==> src/hdl/timer_defines.svh <==
/*
 * RISC-V style timer, shared defines
 * Bus widths, timer count and the register map offsets
 * of the AHB3-Lite timer slave
 */

`ifndef TIMER_DEFINES_SVH
`define TIMER_DEFINES_SVH

// AHB3-Lite bus widths
`define TIMER_HADDR_SIZE 32
`define TIMER_HDATA_SIZE 32
`define TIMER_BE_SIZE 4

// Number of compare timers and width of their index
`define TIMER_COUNT 3
`define TIMER_IDX_SIZE 2

// Register map, byte offsets
`define TIMER_OFS_PRESCALE 32'h00
`define TIMER_OFS_RESERVED 32'h04
`define TIMER_OFS_IPENDING 32'h08
`define TIMER_OFS_IENABLE 32'h0C
`define TIMER_OFS_TIME 32'h10
`define TIMER_OFS_TIME_MSB 32'h14
`define TIMER_OFS_TIMECMP 32'h18

// Compare register n sits at TIMECMP + n * stride
`define TIMER_CMP_STRIDE 8

`endif

==> src/hdl/timer_pkg.sv <==
/*
 * Timer package
 * AHB transfer and size encodings, bus FSM states,
 * register-select opcodes and the byte-lane write merge
 */

`include "timer_defines.svh"

package timer_pkg;

  // AHB HTRANS encoding
  typedef enum logic [1:0] {
    HTRANS_IDLE   = 2'b00,
    HTRANS_BUSY   = 2'b01,
    HTRANS_NONSEQ = 2'b10,
    HTRANS_SEQ    = 2'b11
  } htrans_t;

  // AHB HSIZE encoding, up to the bus width
  typedef enum logic [2:0] {
    HSIZE_BYTE  = 3'b000,
    HSIZE_HWORD = 3'b001,
    HSIZE_WORD  = 3'b010
  } hsize_t;

  // Bus slave FSM states
  typedef enum logic [1:0] {
    ST_IDLE,
    ST_WRITE,
    ST_RD_WAIT,
    ST_RD_DATA
  } bus_state_t;

  // Register selected by the current data phase
  typedef enum logic [2:0] {
    SEL_NONE,
    SEL_PRESCALE,
    SEL_IPENDING,
    SEL_IENABLE,
    SEL_TIME_LO,
    SEL_TIME_HI,
    SEL_CMP_LO,
    SEL_CMP_HI
  } reg_sel_t;

  // New byte where its lane is enabled, old byte elsewhere
  function automatic logic [`TIMER_HDATA_SIZE-1:0] merge_bytes(
    input logic [`TIMER_HDATA_SIZE-1:0] old_word,
    input logic [`TIMER_HDATA_SIZE-1:0] new_word,
    input logic [`TIMER_BE_SIZE-1:0]    be
  );
    logic [`TIMER_HDATA_SIZE-1:0] result;
    for (int n = 0; n < `TIMER_BE_SIZE; n++)
    begin
      result[n*8 +: 8] = be[n] ? new_word[n*8 +: 8] : old_word[n*8 +: 8];
    end
    return result;
  endfunction

endpackage

==> src/hdl/timer_bus_fsm.sv <==
/*
 * Timer AHB3-Lite slave FSM
 * Captures the address phase of accepted transfers, decodes the
 * register select, timer index and byte lanes, and inserts the
 * single read wait state through HREADYOUT
 */

`timescale 1ns/100ps

`include "timer_defines.svh"

module timer_bus_fsm
  import timer_pkg::*;
(
  input  logic                         HCLK,
  input  logic                         HRESETn,
  input  logic                         HSEL,
  input  logic [`TIMER_HADDR_SIZE-1:0] HADDR,
  input  logic                         HWRITE,
  input  hsize_t                       HSIZE,
  input  htrans_t                      HTRANS,
  input  logic                         HREADY,
  output logic                         HREADYOUT,
  output logic                         wr_strobe,
  output reg_sel_t                     reg_sel,
  output logic [`TIMER_IDX_SIZE-1:0]   cmp_idx,
  output logic [`TIMER_BE_SIZE-1:0]    byte_en
);

  // Compare block spans TIMER_COUNT strides from TIMECMP
  localparam int CMP_SHIFT = $clog2(`TIMER_CMP_STRIDE);
  localparam logic [`TIMER_HADDR_SIZE-1:0] CMP_END =
    `TIMER_OFS_TIMECMP + `TIMER_COUNT * `TIMER_CMP_STRIDE;

  bus_state_t                   state;
  bus_state_t                   state_nxt;
  logic                         accept;
  logic                         phase_end;
  logic [`TIMER_HADDR_SIZE-1:0] word_addr;
  logic [`TIMER_HADDR_SIZE-1:0] cmp_ofs;
  reg_sel_t                     dec_sel;
  logic [`TIMER_IDX_SIZE-1:0]   dec_idx;
  logic [`TIMER_BE_SIZE-1:0]    dec_be;

  //////////////////////////////////////////////////
  // Address phase decode
  //////////////////////////////////////////////////

  // Valid transfer on this edge, BUSY and IDLE ignored
  assign accept = HREADY & HSEL & ((HTRANS == HTRANS_NONSEQ) | (HTRANS == HTRANS_SEQ));

  // Word aligned offset, lane bits go to byte_en
  assign word_addr = {HADDR[`TIMER_HADDR_SIZE-1:2], 2'b00};
  assign cmp_ofs   = word_addr - `TIMER_OFS_TIMECMP;

  always_comb
  begin
    dec_idx = cmp_ofs[CMP_SHIFT +: `TIMER_IDX_SIZE];
    case (word_addr)
      `TIMER_OFS_PRESCALE: dec_sel = SEL_PRESCALE;
      `TIMER_OFS_IPENDING: dec_sel = SEL_IPENDING;
      `TIMER_OFS_IENABLE:  dec_sel = SEL_IENABLE;
      `TIMER_OFS_TIME:     dec_sel = SEL_TIME_LO;
      `TIMER_OFS_TIME_MSB: dec_sel = SEL_TIME_HI;
      // Reserved word, nothing behind it
      `TIMER_OFS_RESERVED: dec_sel = SEL_NONE;
      default:
      begin
        // Compare words, anything else is off the map
        if (word_addr >= `TIMER_OFS_TIMECMP && word_addr < CMP_END)
        begin
          dec_sel = word_addr[2] ? SEL_CMP_HI : SEL_CMP_LO;
        end
        else
        begin
          dec_sel = SEL_NONE;
        end
      end
    endcase
  end

  // Byte lanes from size and low address bits
  always_comb
  begin
    case (HSIZE)
      HSIZE_BYTE:  dec_be = 4'b0001 << HADDR[1:0];
      HSIZE_HWORD: dec_be = 4'b0011 << {HADDR[1], 1'b0};
      default:     dec_be = 4'b1111;
    endcase
  end

  //////////////////////////////////////////////////
  // Data phase FSM
  //////////////////////////////////////////////////

  // Data phase finishes when the master sees HREADY
  always_comb
  begin
    case (state)
      ST_IDLE:    phase_end = 1'b1;
      ST_RD_WAIT: phase_end = 1'b0;
      default:    phase_end = HREADY;
    endcase
  end

  always_comb
  begin
    if (state == ST_RD_WAIT)
    begin
      state_nxt = ST_RD_DATA;
    end
    else if (!phase_end)
    begin
      state_nxt = state;
    end
    else if (accept)
    begin
      state_nxt = HWRITE ? ST_WRITE : ST_RD_WAIT;
    end
    else
    begin
      state_nxt = ST_IDLE;
    end
  end

  always_ff @(posedge HCLK or negedge HRESETn)
  begin
    if (!HRESETn)
    begin
      state   <= ST_IDLE;
      reg_sel <= SEL_NONE;
      cmp_idx <= '0;
      byte_en <= '0;
    end
    else
    begin
      state <= state_nxt;
      // Hold address info for the whole data phase
      if (phase_end && accept)
      begin
        reg_sel <= dec_sel;
        cmp_idx <= dec_idx;
        byte_en <= dec_be;
      end
    end
  end

  // Write takes effect at the edge closing the data phase
  assign wr_strobe = (state == ST_WRITE) & HREADY;

  // One wait state on reads
  assign HREADYOUT = (state != ST_RD_WAIT);

endmodule

==> src/hdl/timer_counter.sv <==
/*
 * Timer prescaler and time counter
 * First prescale write enables counting, then the 64-bit
 * time advances once every prescale + 1 cycles
 */

`timescale 1ns/100ps

`include "timer_defines.svh"

module timer_counter
  import timer_pkg::*;
(
  input  logic                         HCLK,
  input  logic                         HRESETn,
  input  logic [`TIMER_HDATA_SIZE-1:0] HWDATA,
  input  logic                         wr_strobe,
  input  reg_sel_t                     reg_sel,
  input  logic [`TIMER_BE_SIZE-1:0]    byte_en,
  output logic [`TIMER_HDATA_SIZE-1:0] prescale,
  output logic                         enabled,
  output logic [63:0]                  mtime
);

  logic                         prescale_wr;
  logic [`TIMER_HDATA_SIZE-1:0] prescale_nxt;
  logic [`TIMER_HDATA_SIZE-1:0] prescale_cnt;
  logic                         count_en;

  assign prescale_wr  = wr_strobe & (reg_sel == SEL_PRESCALE);
  assign prescale_nxt = merge_bytes(prescale, HWDATA, byte_en);

  //////////////////////////////////////////////////
  // Prescaler
  //////////////////////////////////////////////////

  always_ff @(posedge HCLK or negedge HRESETn)
  begin
    if (!HRESETn)
    begin
      prescale     <= '0;
      enabled      <= 1'b0;
      prescale_cnt <= '0;
      count_en     <= 1'b0;
    end
    else
    begin
      // Down counter reloads on write and on reaching zero
      if (prescale_wr)
      begin
        prescale     <= prescale_nxt;
        enabled      <= 1'b1;
        prescale_cnt <= prescale_nxt;
      end
      else if (prescale_cnt == '0)
      begin
        prescale_cnt <= prescale;
      end
      else
      begin
        prescale_cnt <= prescale_cnt - 1'b1;
      end
      // One pulse per prescale period
      count_en <= enabled & (prescale_cnt == '0);
    end
  end

  //////////////////////////////////////////////////
  // Time register
  //////////////////////////////////////////////////

  always_ff @(posedge HCLK or negedge HRESETn)
  begin
    if (!HRESETn)
    begin
      mtime <= '0;
    end
    else if (wr_strobe && reg_sel == SEL_TIME_LO)
    begin
      mtime[31:0] <= merge_bytes(mtime[31:0], HWDATA, byte_en);
    end
    else if (wr_strobe && reg_sel == SEL_TIME_HI)
    begin
      mtime[63:32] <= merge_bytes(mtime[63:32], HWDATA, byte_en);
    end
    else if (count_en)
    begin
      mtime <= mtime + 64'd1;
    end
  end

endmodule

==> src/hdl/timer_regs.sv <==
/*
 * Timer register bank
 * Per-timer compare registers, interrupt pending and enable,
 * the registered interrupt output and the read data mux
 */

`timescale 1ns/100ps

`include "timer_defines.svh"

module timer_regs
  import timer_pkg::*;
(
  input  logic                         HCLK,
  input  logic                         HRESETn,
  input  logic [`TIMER_HDATA_SIZE-1:0] HWDATA,
  input  logic                         wr_strobe,
  input  reg_sel_t                     reg_sel,
  input  logic [`TIMER_IDX_SIZE-1:0]   cmp_idx,
  input  logic [`TIMER_BE_SIZE-1:0]    byte_en,
  input  logic [`TIMER_HDATA_SIZE-1:0] prescale,
  input  logic                         enabled,
  input  logic [63:0]                  mtime,
  output logic [`TIMER_HDATA_SIZE-1:0] HRDATA,
  output logic                         tint
);

  localparam int IDX_W = `TIMER_IDX_SIZE;

  logic [63:0]                  timecmp [`TIMER_COUNT];
  logic [`TIMER_COUNT-1:0]      ipending;
  logic [`TIMER_COUNT-1:0]      ienable;
  logic [`TIMER_HDATA_SIZE-1:0] ipending_rd;
  logic [`TIMER_HDATA_SIZE-1:0] ienable_rd;
  logic [`TIMER_HDATA_SIZE-1:0] ienable_nxt;
  logic [63:0]                  cmp_sel;
  logic [`TIMER_HDATA_SIZE-1:0] rd_data;
  logic                         cmp_wr;

  // Unused upper bits read as zero
  assign ipending_rd = {{(`TIMER_HDATA_SIZE-`TIMER_COUNT){1'b0}}, ipending};
  assign ienable_rd  = {{(`TIMER_HDATA_SIZE-`TIMER_COUNT){1'b0}}, ienable};
  assign ienable_nxt = merge_bytes(ienable_rd, HWDATA, byte_en);

  assign cmp_wr = wr_strobe & ((reg_sel == SEL_CMP_LO) | (reg_sel == SEL_CMP_HI));

  //////////////////////////////////////////////////
  // Compare and pending
  //////////////////////////////////////////////////

  always_ff @(posedge HCLK or negedge HRESETn)
  begin
    if (!HRESETn)
    begin
      for (int n = 0; n < `TIMER_COUNT; n++)
      begin
        timecmp[n] <= '0;
      end
      ipending <= '0;
    end
    else
    begin
      for (int n = 0; n < `TIMER_COUNT; n++)
      begin
        if (cmp_wr && cmp_idx == IDX_W'(n))
        begin
          // Writing either half rearms the timer
          if (reg_sel == SEL_CMP_HI)
          begin
            timecmp[n][63:32] <= merge_bytes(timecmp[n][63:32], HWDATA, byte_en);
          end
          else
          begin
            timecmp[n][31:0] <= merge_bytes(timecmp[n][31:0], HWDATA, byte_en);
          end
          ipending[n] <= 1'b0;
        end
        else
        begin
          // Sticky until the next compare write
          ipending[n] <= ipending[n] | (enabled & (timecmp[n] <= mtime));
        end
      end
    end
  end

  // Interrupt enable, only implemented bits kept
  always_ff @(posedge HCLK or negedge HRESETn)
  begin
    if (!HRESETn)
    begin
      ienable <= '0;
    end
    else if (wr_strobe && reg_sel == SEL_IENABLE)
    begin
      ienable <= ienable_nxt[`TIMER_COUNT-1:0];
    end
  end

  //////////////////////////////////////////////////
  // Interrupt output
  //////////////////////////////////////////////////

  always_ff @(posedge HCLK or negedge HRESETn)
  begin
    if (!HRESETn)
    begin
      tint <= 1'b0;
    end
    else
    begin
      tint <= |(ipending & ienable);
    end
  end

  //////////////////////////////////////////////////
  // Read data
  //////////////////////////////////////////////////

  // Compare register picked by the data phase index
  always_comb
  begin
    cmp_sel = '0;
    for (int n = 0; n < `TIMER_COUNT; n++)
    begin
      if (cmp_idx == IDX_W'(n))
      begin
        cmp_sel = timecmp[n];
      end
    end
  end

  always_comb
  begin
    case (reg_sel)
      SEL_PRESCALE: rd_data = prescale;
      SEL_IPENDING: rd_data = ipending_rd;
      SEL_IENABLE:  rd_data = ienable_rd;
      SEL_TIME_LO:  rd_data = mtime[31:0];
      SEL_TIME_HI:  rd_data = mtime[63:32];
      SEL_CMP_LO:   rd_data = cmp_sel[31:0];
      SEL_CMP_HI:   rd_data = cmp_sel[63:32];
      // Reserved and off-map words
      default:      rd_data = '0;
    endcase
  end

  // Valid in the second read cycle
  always_ff @(posedge HCLK)
  begin
    HRDATA <= rd_data;
  end

endmodule

==> src/hdl/ahb3lite_timer.sv <==
/*
 * AHB3-Lite timer, top level
 * RISC-V style 64-bit time counter with per-timer compare
 * registers and one shared interrupt output
 */

`timescale 1ns/100ps

`include "timer_defines.svh"

module ahb3lite_timer
  import timer_pkg::*;
(
  input  logic                         HCLK,
  input  logic                         HRESETn,
  input  logic                         HSEL,
  input  logic [`TIMER_HADDR_SIZE-1:0] HADDR,
  input  logic [`TIMER_HDATA_SIZE-1:0] HWDATA,
  input  logic                         HWRITE,
  input  hsize_t                       HSIZE,
  input  htrans_t                      HTRANS,
  input  logic                         HREADY,
  output logic [`TIMER_HDATA_SIZE-1:0] HRDATA,
  output logic                         HREADYOUT,
  output logic                         HRESP,
  output logic                         tint
);

  logic                         wr_strobe;
  reg_sel_t                     reg_sel;
  logic [`TIMER_IDX_SIZE-1:0]   cmp_idx;
  logic [`TIMER_BE_SIZE-1:0]    byte_en;
  logic [`TIMER_HDATA_SIZE-1:0] prescale;
  logic                         enabled;
  logic [63:0]                  mtime;

  // Always OKAY
  assign HRESP = 1'b0;

  // Bus side
  timer_bus_fsm u_bus_fsm (
    .HCLK      (HCLK),
    .HRESETn   (HRESETn),
    .HSEL      (HSEL),
    .HADDR     (HADDR),
    .HWRITE    (HWRITE),
    .HSIZE     (HSIZE),
    .HTRANS    (HTRANS),
    .HREADY    (HREADY),
    .HREADYOUT (HREADYOUT),
    .wr_strobe (wr_strobe),
    .reg_sel   (reg_sel),
    .cmp_idx   (cmp_idx),
    .byte_en   (byte_en)
  );

  // Prescaler and time
  timer_counter u_counter (
    .HCLK      (HCLK),
    .HRESETn   (HRESETn),
    .HWDATA    (HWDATA),
    .wr_strobe (wr_strobe),
    .reg_sel   (reg_sel),
    .byte_en   (byte_en),
    .prescale  (prescale),
    .enabled   (enabled),
    .mtime     (mtime)
  );

  // Compare, interrupt and read back
  timer_regs u_regs (
    .HCLK      (HCLK),
    .HRESETn   (HRESETn),
    .HWDATA    (HWDATA),
    .wr_strobe (wr_strobe),
    .reg_sel   (reg_sel),
    .cmp_idx   (cmp_idx),
    .byte_en   (byte_en),
    .prescale  (prescale),
    .enabled   (enabled),
    .mtime     (mtime),
    .HRDATA    (HRDATA),
    .tint      (tint)
  );

endmodule

==> config.mk <==
export PLATFORM = sky130hd
export DESIGN_NAME = ahb3lite_timer
export DESIGN_NICKNAME = d
export VERILOG_FILES = /design/src/hdl/timer_pkg.sv /design/src/hdl/timer_bus_fsm.sv /design/src/hdl/timer_counter.sv /design/src/hdl/timer_regs.sv /design/src/hdl/ahb3lite_timer.sv
export VERILOG_INCLUDE_DIRS = /design/src /design/src/hdl
export SDC_FILE = /design/constraint.sdc
export NUM_CORES = 1
export LEC_CHECK = 0
export ABC_AREA = 1
export BUFFER_PORTS_ARGS = -buffer_cell sky130_fd_sc_hd__buf_4
export CAP_MARGIN = 20
export CORE_ASPECT_RATIO = 0.8
export CORE_UTILIZATION = 35
export CTS_CLUSTER_SIZE = 14
export DETAILED_ROUTE_END_ITERATION = 6
export SETUP_SLACK_MARGIN = 0.2
export SLEW_MARGIN = 20
export SYNTH_ARGS = -nofsm -noshare
export SYNTH_HDL_FRONTEND = slang
export SYNTH_SLANG_ARGS = --single-unit
export TNS_END_PERCENT = 20
==> constraint.sdc <==
create_clock -name HCLK -period 2.8 [get_ports HCLK]
set_clock_uncertainty 0.1 [all_clocks]
set_input_delay 0.28 -clock HCLK [delete_from_list [all_inputs] [get_ports HCLK]]
set_output_delay 0.28 -clock HCLK [all_outputs]
set_load 0.005 [all_outputs]
=== After elaboration in Yosys (flattened, before gate mapping) ===
Index checks and enable logic that the tools add are counted.

* Flip-flop bits (word level): 372
* Input bits: 74
* Output and inout bits: 35
* Word-level logic and storage cells: 180

* Add/sub/neg operators: 3
* Magnitude comparators: 5
* Equality and inequality tests: 29
* Shifts and indexed selects: 2
* Muxes and demuxes: 30
* Bitwise logic cells: 17
* Reductions and logical operators: 50

{| class="wikitable"
|+ Operators with widths
! cell !! number
|-
| two-way mux 64 bit || 4
|-
| case mux 32 bit (7 select lines) || 1
|-
| <= comparator 64 bit || 3
|-
| two-way mux 32 bit || 5
|-
| AND reduction 3 bit || 32
|-
| adder 64 x 1 -> 64 bit (second input constant) || 1
|-
| zero test 32 bit || 2
|-
| two-way mux 8 bit || 8
|-
| equality test 30 x 2 -> 1 bit (second input constant) || 2
|-
| equality test 30 x 3 -> 1 bit (second input constant) || 2
|-
| greater-or-equal comparator 32 x 5 -> 1 bit (second input constant) || 1
|-
| < comparator 32 x 6 -> 1 bit (second input constant) || 1
|-
| subtractor 32 x 1 -> 32 bit (second input constant) || 1
|-
| equality test 30 x 1 -> 1 bit (second input constant) || 1
|-
| inequality test 2 bit (second input constant) || 9
|-
| case mux 3 bit (6 select lines) || 1
|-
| equality test 3 bit (second input constant) || 4
|-
| bitwise AND 1 bit || 9
|-
| equality test 2 bit (second input constant) || 4
|-
| logical AND 1 bit || 8
|-
| two-way mux 2 bit || 4
|-
| case mux 4 bit (2 select lines) || 1
|-
| equality test 3 x 1 -> 1 bit (second input constant) || 2
|-
| equality test 3 x 2 -> 1 bit (second input constant) || 2
|-
| other kinds (16) || 28
|}

=== Logic depth before layout (Yosys ltp) ===
* Depth after elaboration: 6
* Gate-level depth with buffers: 18
* Mapped depth without buffers: 18

=== Cells and area by module ===
Synthesis repeated with hierarchy kept, for this count alone.

* Cell total of the unflattened synthesis: 3493
* Area, all modules: 24569.8 sq um

{| class="wikitable"
|+ By module, submodules not included
! module !! instances !! cells an instance !! area each (sq um) !! seq. area each (sq um)
|-
| timer_regs || 1 || 1887 || 14585.2 || 5620.4
|-
| timer_counter || 1 || 1481 || 9170.0 || 3253.1
|-
| timer_bus_fsm || 1 || 123 || 803.3 || 275.3
|-
| ahb3lite_timer || 1 || 2 || 11.3 || 0.0
|}

=== Worst setup path before layout ===
OpenSTA, ideal clock, no wires.

* Path kind: register to register
* Start: reg u_counter.mtime[0]
* End: reg u_counter.mtime[40]
* Setup time: 0.131 ns
* Arrival time: 1.800 ns
* Required time: 2.569 ns
* Slack: 0.769 ns
* Cell stages (with the launch flop): 12
* Buffers on the path: 0
* Clock period less this slack: 2.031 ns
* Cell sequence: dfrtp_1 ha_1 nand2_1 nor2_4 nand2_1 nor2_2 nand3_1 nor3_2 nand2_1 xor2_1 o21ai_0 o21ai_0

* Cells in the longest elaborated chain, start to end: 3

{| class="wikitable"
|+ RTL lines
! what !! RTL line !! RTL
|-
| from (decl) || timer_counter.sv:22 || <nowiki>output logic [63:0] mtime</nowiki>
|-
| from (signal assigned) || timer_counter.sv:80 || <nowiki>mtime[31:0] <= merge_bytes(mtime[31:0], HWDATA, byte_en);</nowiki>
|-
| from (signal assigned) || timer_counter.sv:88 || <nowiki>mtime <= mtime + 64'd1;</nowiki>
|-
| adder 64 x 1 -> 64 bit || timer_counter.sv:88 ||
|-
| two-way mux 64 bit || timer_counter.sv:86 || <nowiki>else if (count_en)</nowiki>
|-
| two-way mux 32 bit || timer_counter.sv:82 || <nowiki>else if (wr_strobe && reg_sel == SEL_TIME_HI)</nowiki>
|}

Every way passes these cells. The select of a mux whose other input is x is not followed.
A chain may end at the register's enable or synchronous reset.

=== Worst setup path in the final report ===
* Start: reg u_counter.mtime[52]
* End: reg u_regs.ipending[2]

* Cells in the longest elaborated chain, start to end: 4

{| class="wikitable"
|+ RTL lines
! what !! RTL line !! RTL
|-
| from (signal assigned) || timer_counter.sv:84 || <nowiki>mtime[63:32] <= merge_bytes(mtime[63:32], HWDATA, byte_en);</nowiki>
|-
| from (signal assigned) || timer_counter.sv:88 ||
|-
| <= comparator 64 bit || timer_regs.sv:81 || <nowiki>ipending[n] <= ipending[n] | (enabled & (timecmp[n] <= mtime));</nowiki>
|-
| bitwise AND 1 bit || timer_regs.sv:81 ||
|-
| OR 1 bit || timer_regs.sv:81 ||
|-
| two-way mux 1 bit || timer_regs.sv:65 || <nowiki>if (cmp_wr && cmp_idx == IDX_W'(n))</nowiki>
|-
| to (signal, indexed assignment) || timer_regs.sv:81 ||
|-
| to (decl) || timer_regs.sv:31 || <nowiki>logic [`TIMER_COUNT-1:0] ipending;</nowiki>
|}

Every way passes these cells.

==> results by group <==
Setup path
  – CP Capture Type: flip-flop
  – CP cell instances: inv_1 > ha_1 > nand2_1 > nor2_1 > nand3_1 > nor4_4 > a21oi_1 > buf_4 > nand2_1 > nand2_1 > nand2_1 > a21oi_1
  – Worst Setup Path Type: flip-flop to flip-flop
  – R2R setup slack: 0.20 ns
  – Worst EP arrival: 2.97 ns
  – CP max stage delay: 0.43 ns
  – Startpoint types: flip-flop
  – Critical path's slowest cell: dfrtp_1
  – Worst-path fanout max: 6
  – Most frequent CP cell: nand2_1
  – Worst path required time: 3.17 ns
  – R2R depth: 12

Power
  – Combinational share of power: 0.380
  – Leak: between 10 and 15 nW
  – Power density over the cells: 734 nW/um^2
  – Max rail drop VDD: approximately 0.48 mV
  – Switching Fraction: 0.407
  – Internal: approximately 0.012 W
  – Power Total: between 0.02 and 0.025 W
  – Sw Pwr: 0.00834 W
  – Sequential power share: 0.338
  – Clock power share: 0.282

Route
  – Top sig layer: met4
  – Detailed-route DRC error count: 0
  – Total Routed Length: 92900 microns
  – Final ANT Viol Nets: 0
  – Vias: 23300
  – Routed wl met3: 8170 microns
  – WL/cell: 21.5 microns
  – Detailed router's first-iteration violation count: between 2000 and 3000
  – Met2 WL: about 38000 microns
  – WL met1: 43800 microns
  – Detailed Routing Iterations Pass 1: 6
  – Via-per-instance ratio: 5.40

Synth
  – Synth Cell Area: approximately 24000 sq um
  – Post-synthesis register bit count: approximately 370
  – Average cell area after synthesis: 7.42 sq um
  – Main synth FF type: dfrtp_1
  – Syn Inst Count: roughly 3200
  – Register area share after synthesis: 0.387
  – Ys async rst share: 0.914
  – Yosys warnings: 0
  – Post-synthesis net count: 3458
  – Distinct cells, synth: 50
  – Post-synth EDFFs: 0

Clock network
  – CTS clock-pin slew for the worst setup and hold paths: 0.07 ns
  – Clock Tree Root: clkbuf_16
  – CTS H-Tree Depth: 2
  – # clock sinks: 372
  – Clock latency on the worst-skew pair: between 0.5 and 0.6 ns
  – CTS tree: yes
  – Total clock buffers created by CTS: 41
  – Clk buf depth: 3

Cells and area
  – Area Growth Syn to Fin: 18.0%
  – Fin nets: 3651
  – Post-Layout Cell Count: 4317
  – Ant. Diodes: 0
  – Multi-input logic area: 12800 sq um
  – Share of cells above drive strength 1: 0.101
  – Fillers: 6886
  – Reg area: 9150 sq um

Floorplan
  – I/O pins: ~110
  – Num rows: 84
  – Die H: between 200 and 250 microns
  – Chip width: 293 microns
  – Initial Utilization: 0.357
  – Die area: 68700 sq um
  – Core Area: 66300 sq um

Flow run
  – Max-Cap Viols: 0

Global route
  – GRT Overall Usage: 0.270
  – Vias in the first global route: 21600
  – Global-route wire length before repair: 139000 microns
  – Antenna violations before repair: 3
  – GRT Residual Overflow: 0
  – Largest net degree at the start of global routing: 68

Min path
  – Worst Hold Depth: 5
  – Worst hold path class: primary input to flip-flop

STA
  – RSZ-0062 raised after global routing: yes
  – Max Clk Rate: just under 400 MHz
  – Fin crit share: 0.929
  – Worst-margin pin slew: 0.764 ns
  – Setup violations, final: 0
  – Fin crit period: 2.60 ns
  – Max Slew Vio Count: 0
  – Final number of hold-violating endpoints: 0
  – Slew HR: 0.490

Place
  – Placer congestion estimate: 1.09
  – Hpwl dp: 71500 microns
  – Port bufs: about 110
  – Dpl cells: roughly 4200

Run status
  – Status: finished, final reports clean
==> stage by stage <==
stage	setup slack [ns]	hold WS [ns]	area [sq um]	setup TNS (ns)	util
after floorplan	0.769	-0.116	23700	0	-
after global placement	-0.0575	0.197	26000	-0.0575	0.392
after detailed placement	-0.0601	0.199	26000	-0.0601	0.392
after CTS	0.265	0.00843	27800	0	0.420
after global routing	0.108	0.0563	27900	0	0.421
final	0.198	0.00103	27900	0	0.421
==> power by group through the flow <==
stage	clock, W	combinational [W]	sequential [W]
final	0.00578	0.00778	0.00692
after global routing	0.00605	0.00858	0.00701
after floorplan	0	0.00458	0.00671
after CTS	0.00585	0.00761	0.00690
after global placement	0	0.00737	0.00698
after detailed placement	0	0.00749	0.00698
==> layout make-up <==
| type | count | area share |
|---|---|---|
| Multi-Input combinational cell | 2347 | 0.458 |
| Sequential cell | 372 | 0.328 |
| Timing Repair Buffer | 250 | 0.0743 |
| Inverter | 369 | 0.0496 |
| Clock buffer | 61 | 0.0431 |
| Tap cell | 903 | 0.0405 |
| Clock inverter | 15 | 0.00659 |
==> logic make-up (layout without fill, tap and decap cells) <==
family	count (synthesis)	after routing	synth area share
AND/OR/NAND/NOR	1300	1300	0.232
buffers and inverters	469	695	0.0763
flip-flops	372	372	0.387
other	1	1	0.000158
AO/OA/AOI/OAI	801	801	0.183
XOR/XNOR	49	49	0.0181
adder cells (fa/ha/maj)	196	196	0.104
==> synth_stat cells (4+ instances only) <==
master	number	share of area
o21ai_1	43	0.0091
a21oi_1	188	0.040
and3_1	5	0.0013
nor2_2	16	0.0042
buf_2	28	0.0059
nor3b_1	4	0.0013
o21bai_1	7	0.0022
o221ai_1	6	0.0022
nand4_1	48	0.013
o21a_1	12	0.0038
dfrtp_1	340	0.36
nor2_4	10	0.0048
o211ai_1	44	0.014
nand2_1	799	0.13
buf_1	4	0.00063
ha_1	196	0.10
a221oi_1	6	0.0022
clkbuf_1	65	0.010
xnor2_1	7	0.0026
dfxtp_1	32	0.027
o21ai_0	420	0.089
or2_2	7	0.0019
nor4_1	8	0.0021
nand3_1	134	0.028
inv_2	20	0.0032
xor2_1	42	0.016
nor3_1	51	0.011
inv_1	348	0.055
nor2_1	204	0.032
o22ai_1	58	0.015
==> state kept, by name, indices dropped and copies added (netlist names), 3 cells and up <==
name                    cells
u_counter.prescale         32
u_counter.mtime            64
u_regs.HRDATA              32
u_regs.timecmp            192
u_regs.ipending             3
u_regs.ienable              3
u_bus_fsm.reg_sel           3
u_counter.prescale_cnt     32
u_bus_fsm.byte_en           4
==> metal layers <==
layer | vias up | GRT usage
li1 | 11100 | -
met1 | 11100 | 0.403
met2 | 1045 | 0.399
met3 | 156 | 0.0402
met4 | 0 | 0.0807
met5 | - | 0
==> what timing repair did <==
item	CTS	global route
resized for setup	2	11
endpoints found under the hold margin	245	0
buffers inserted	0	3
hold buffers	46	0
pin swaps	0	4
setup endpoints to repair	1	29
==> final timing paths <==
check | from | to
max in group asynchronous | HRESETn | u_counter.prescale[10]
max | u_counter.mtime[52] | u_regs.ipending[2]
min | HSIZE[1] | u_bus_fsm.byte_en[2]
min in group asynchronous | HRESETn | u_regs.timecmp[138]
max reg2reg | u_counter.mtime[52] | u_regs.ipending[2]
min reg2reg | u_regs.timecmp[104] | u_regs.timecmp[104]
==> cell usage in the layout (no fill, tap or decap), types with 7 or more instances in the layout <==
cell	n
nand2_1	799
o21ai_0	420
inv_1	348
dfrtp_1	340
nor2_1	199
buf_4	197
ha_1	196
a21oi_1	188
nand3_1	133
o22ai_1	58
nand4_1	48
dlygate4sd3_1	46
nor3_1	45
o211ai_1	44
o21ai_1	43
clkbuf_16	43
xor2_1	42
dfxtp_1	32
inv_2	20
nor2_2	20
o21a_1	12
clkbuf_1	12
nor2_4	11
nor3_2	8
clkinv_2	8
xnor2_1	7
o21bai_1	7
or2_2	7
==> worst max-delay path, delay by kind of cell (launching register included) <==
family                     cells  cell delay [ns]
adders and majority gates      1             0.33
AOI/OAI and AO/OA              2             0.19
buffers and inverters          2             0.35
and+or+nand+nor                7             1.09
DFF                            1             0.43
(Power assumes the default switching activity.)
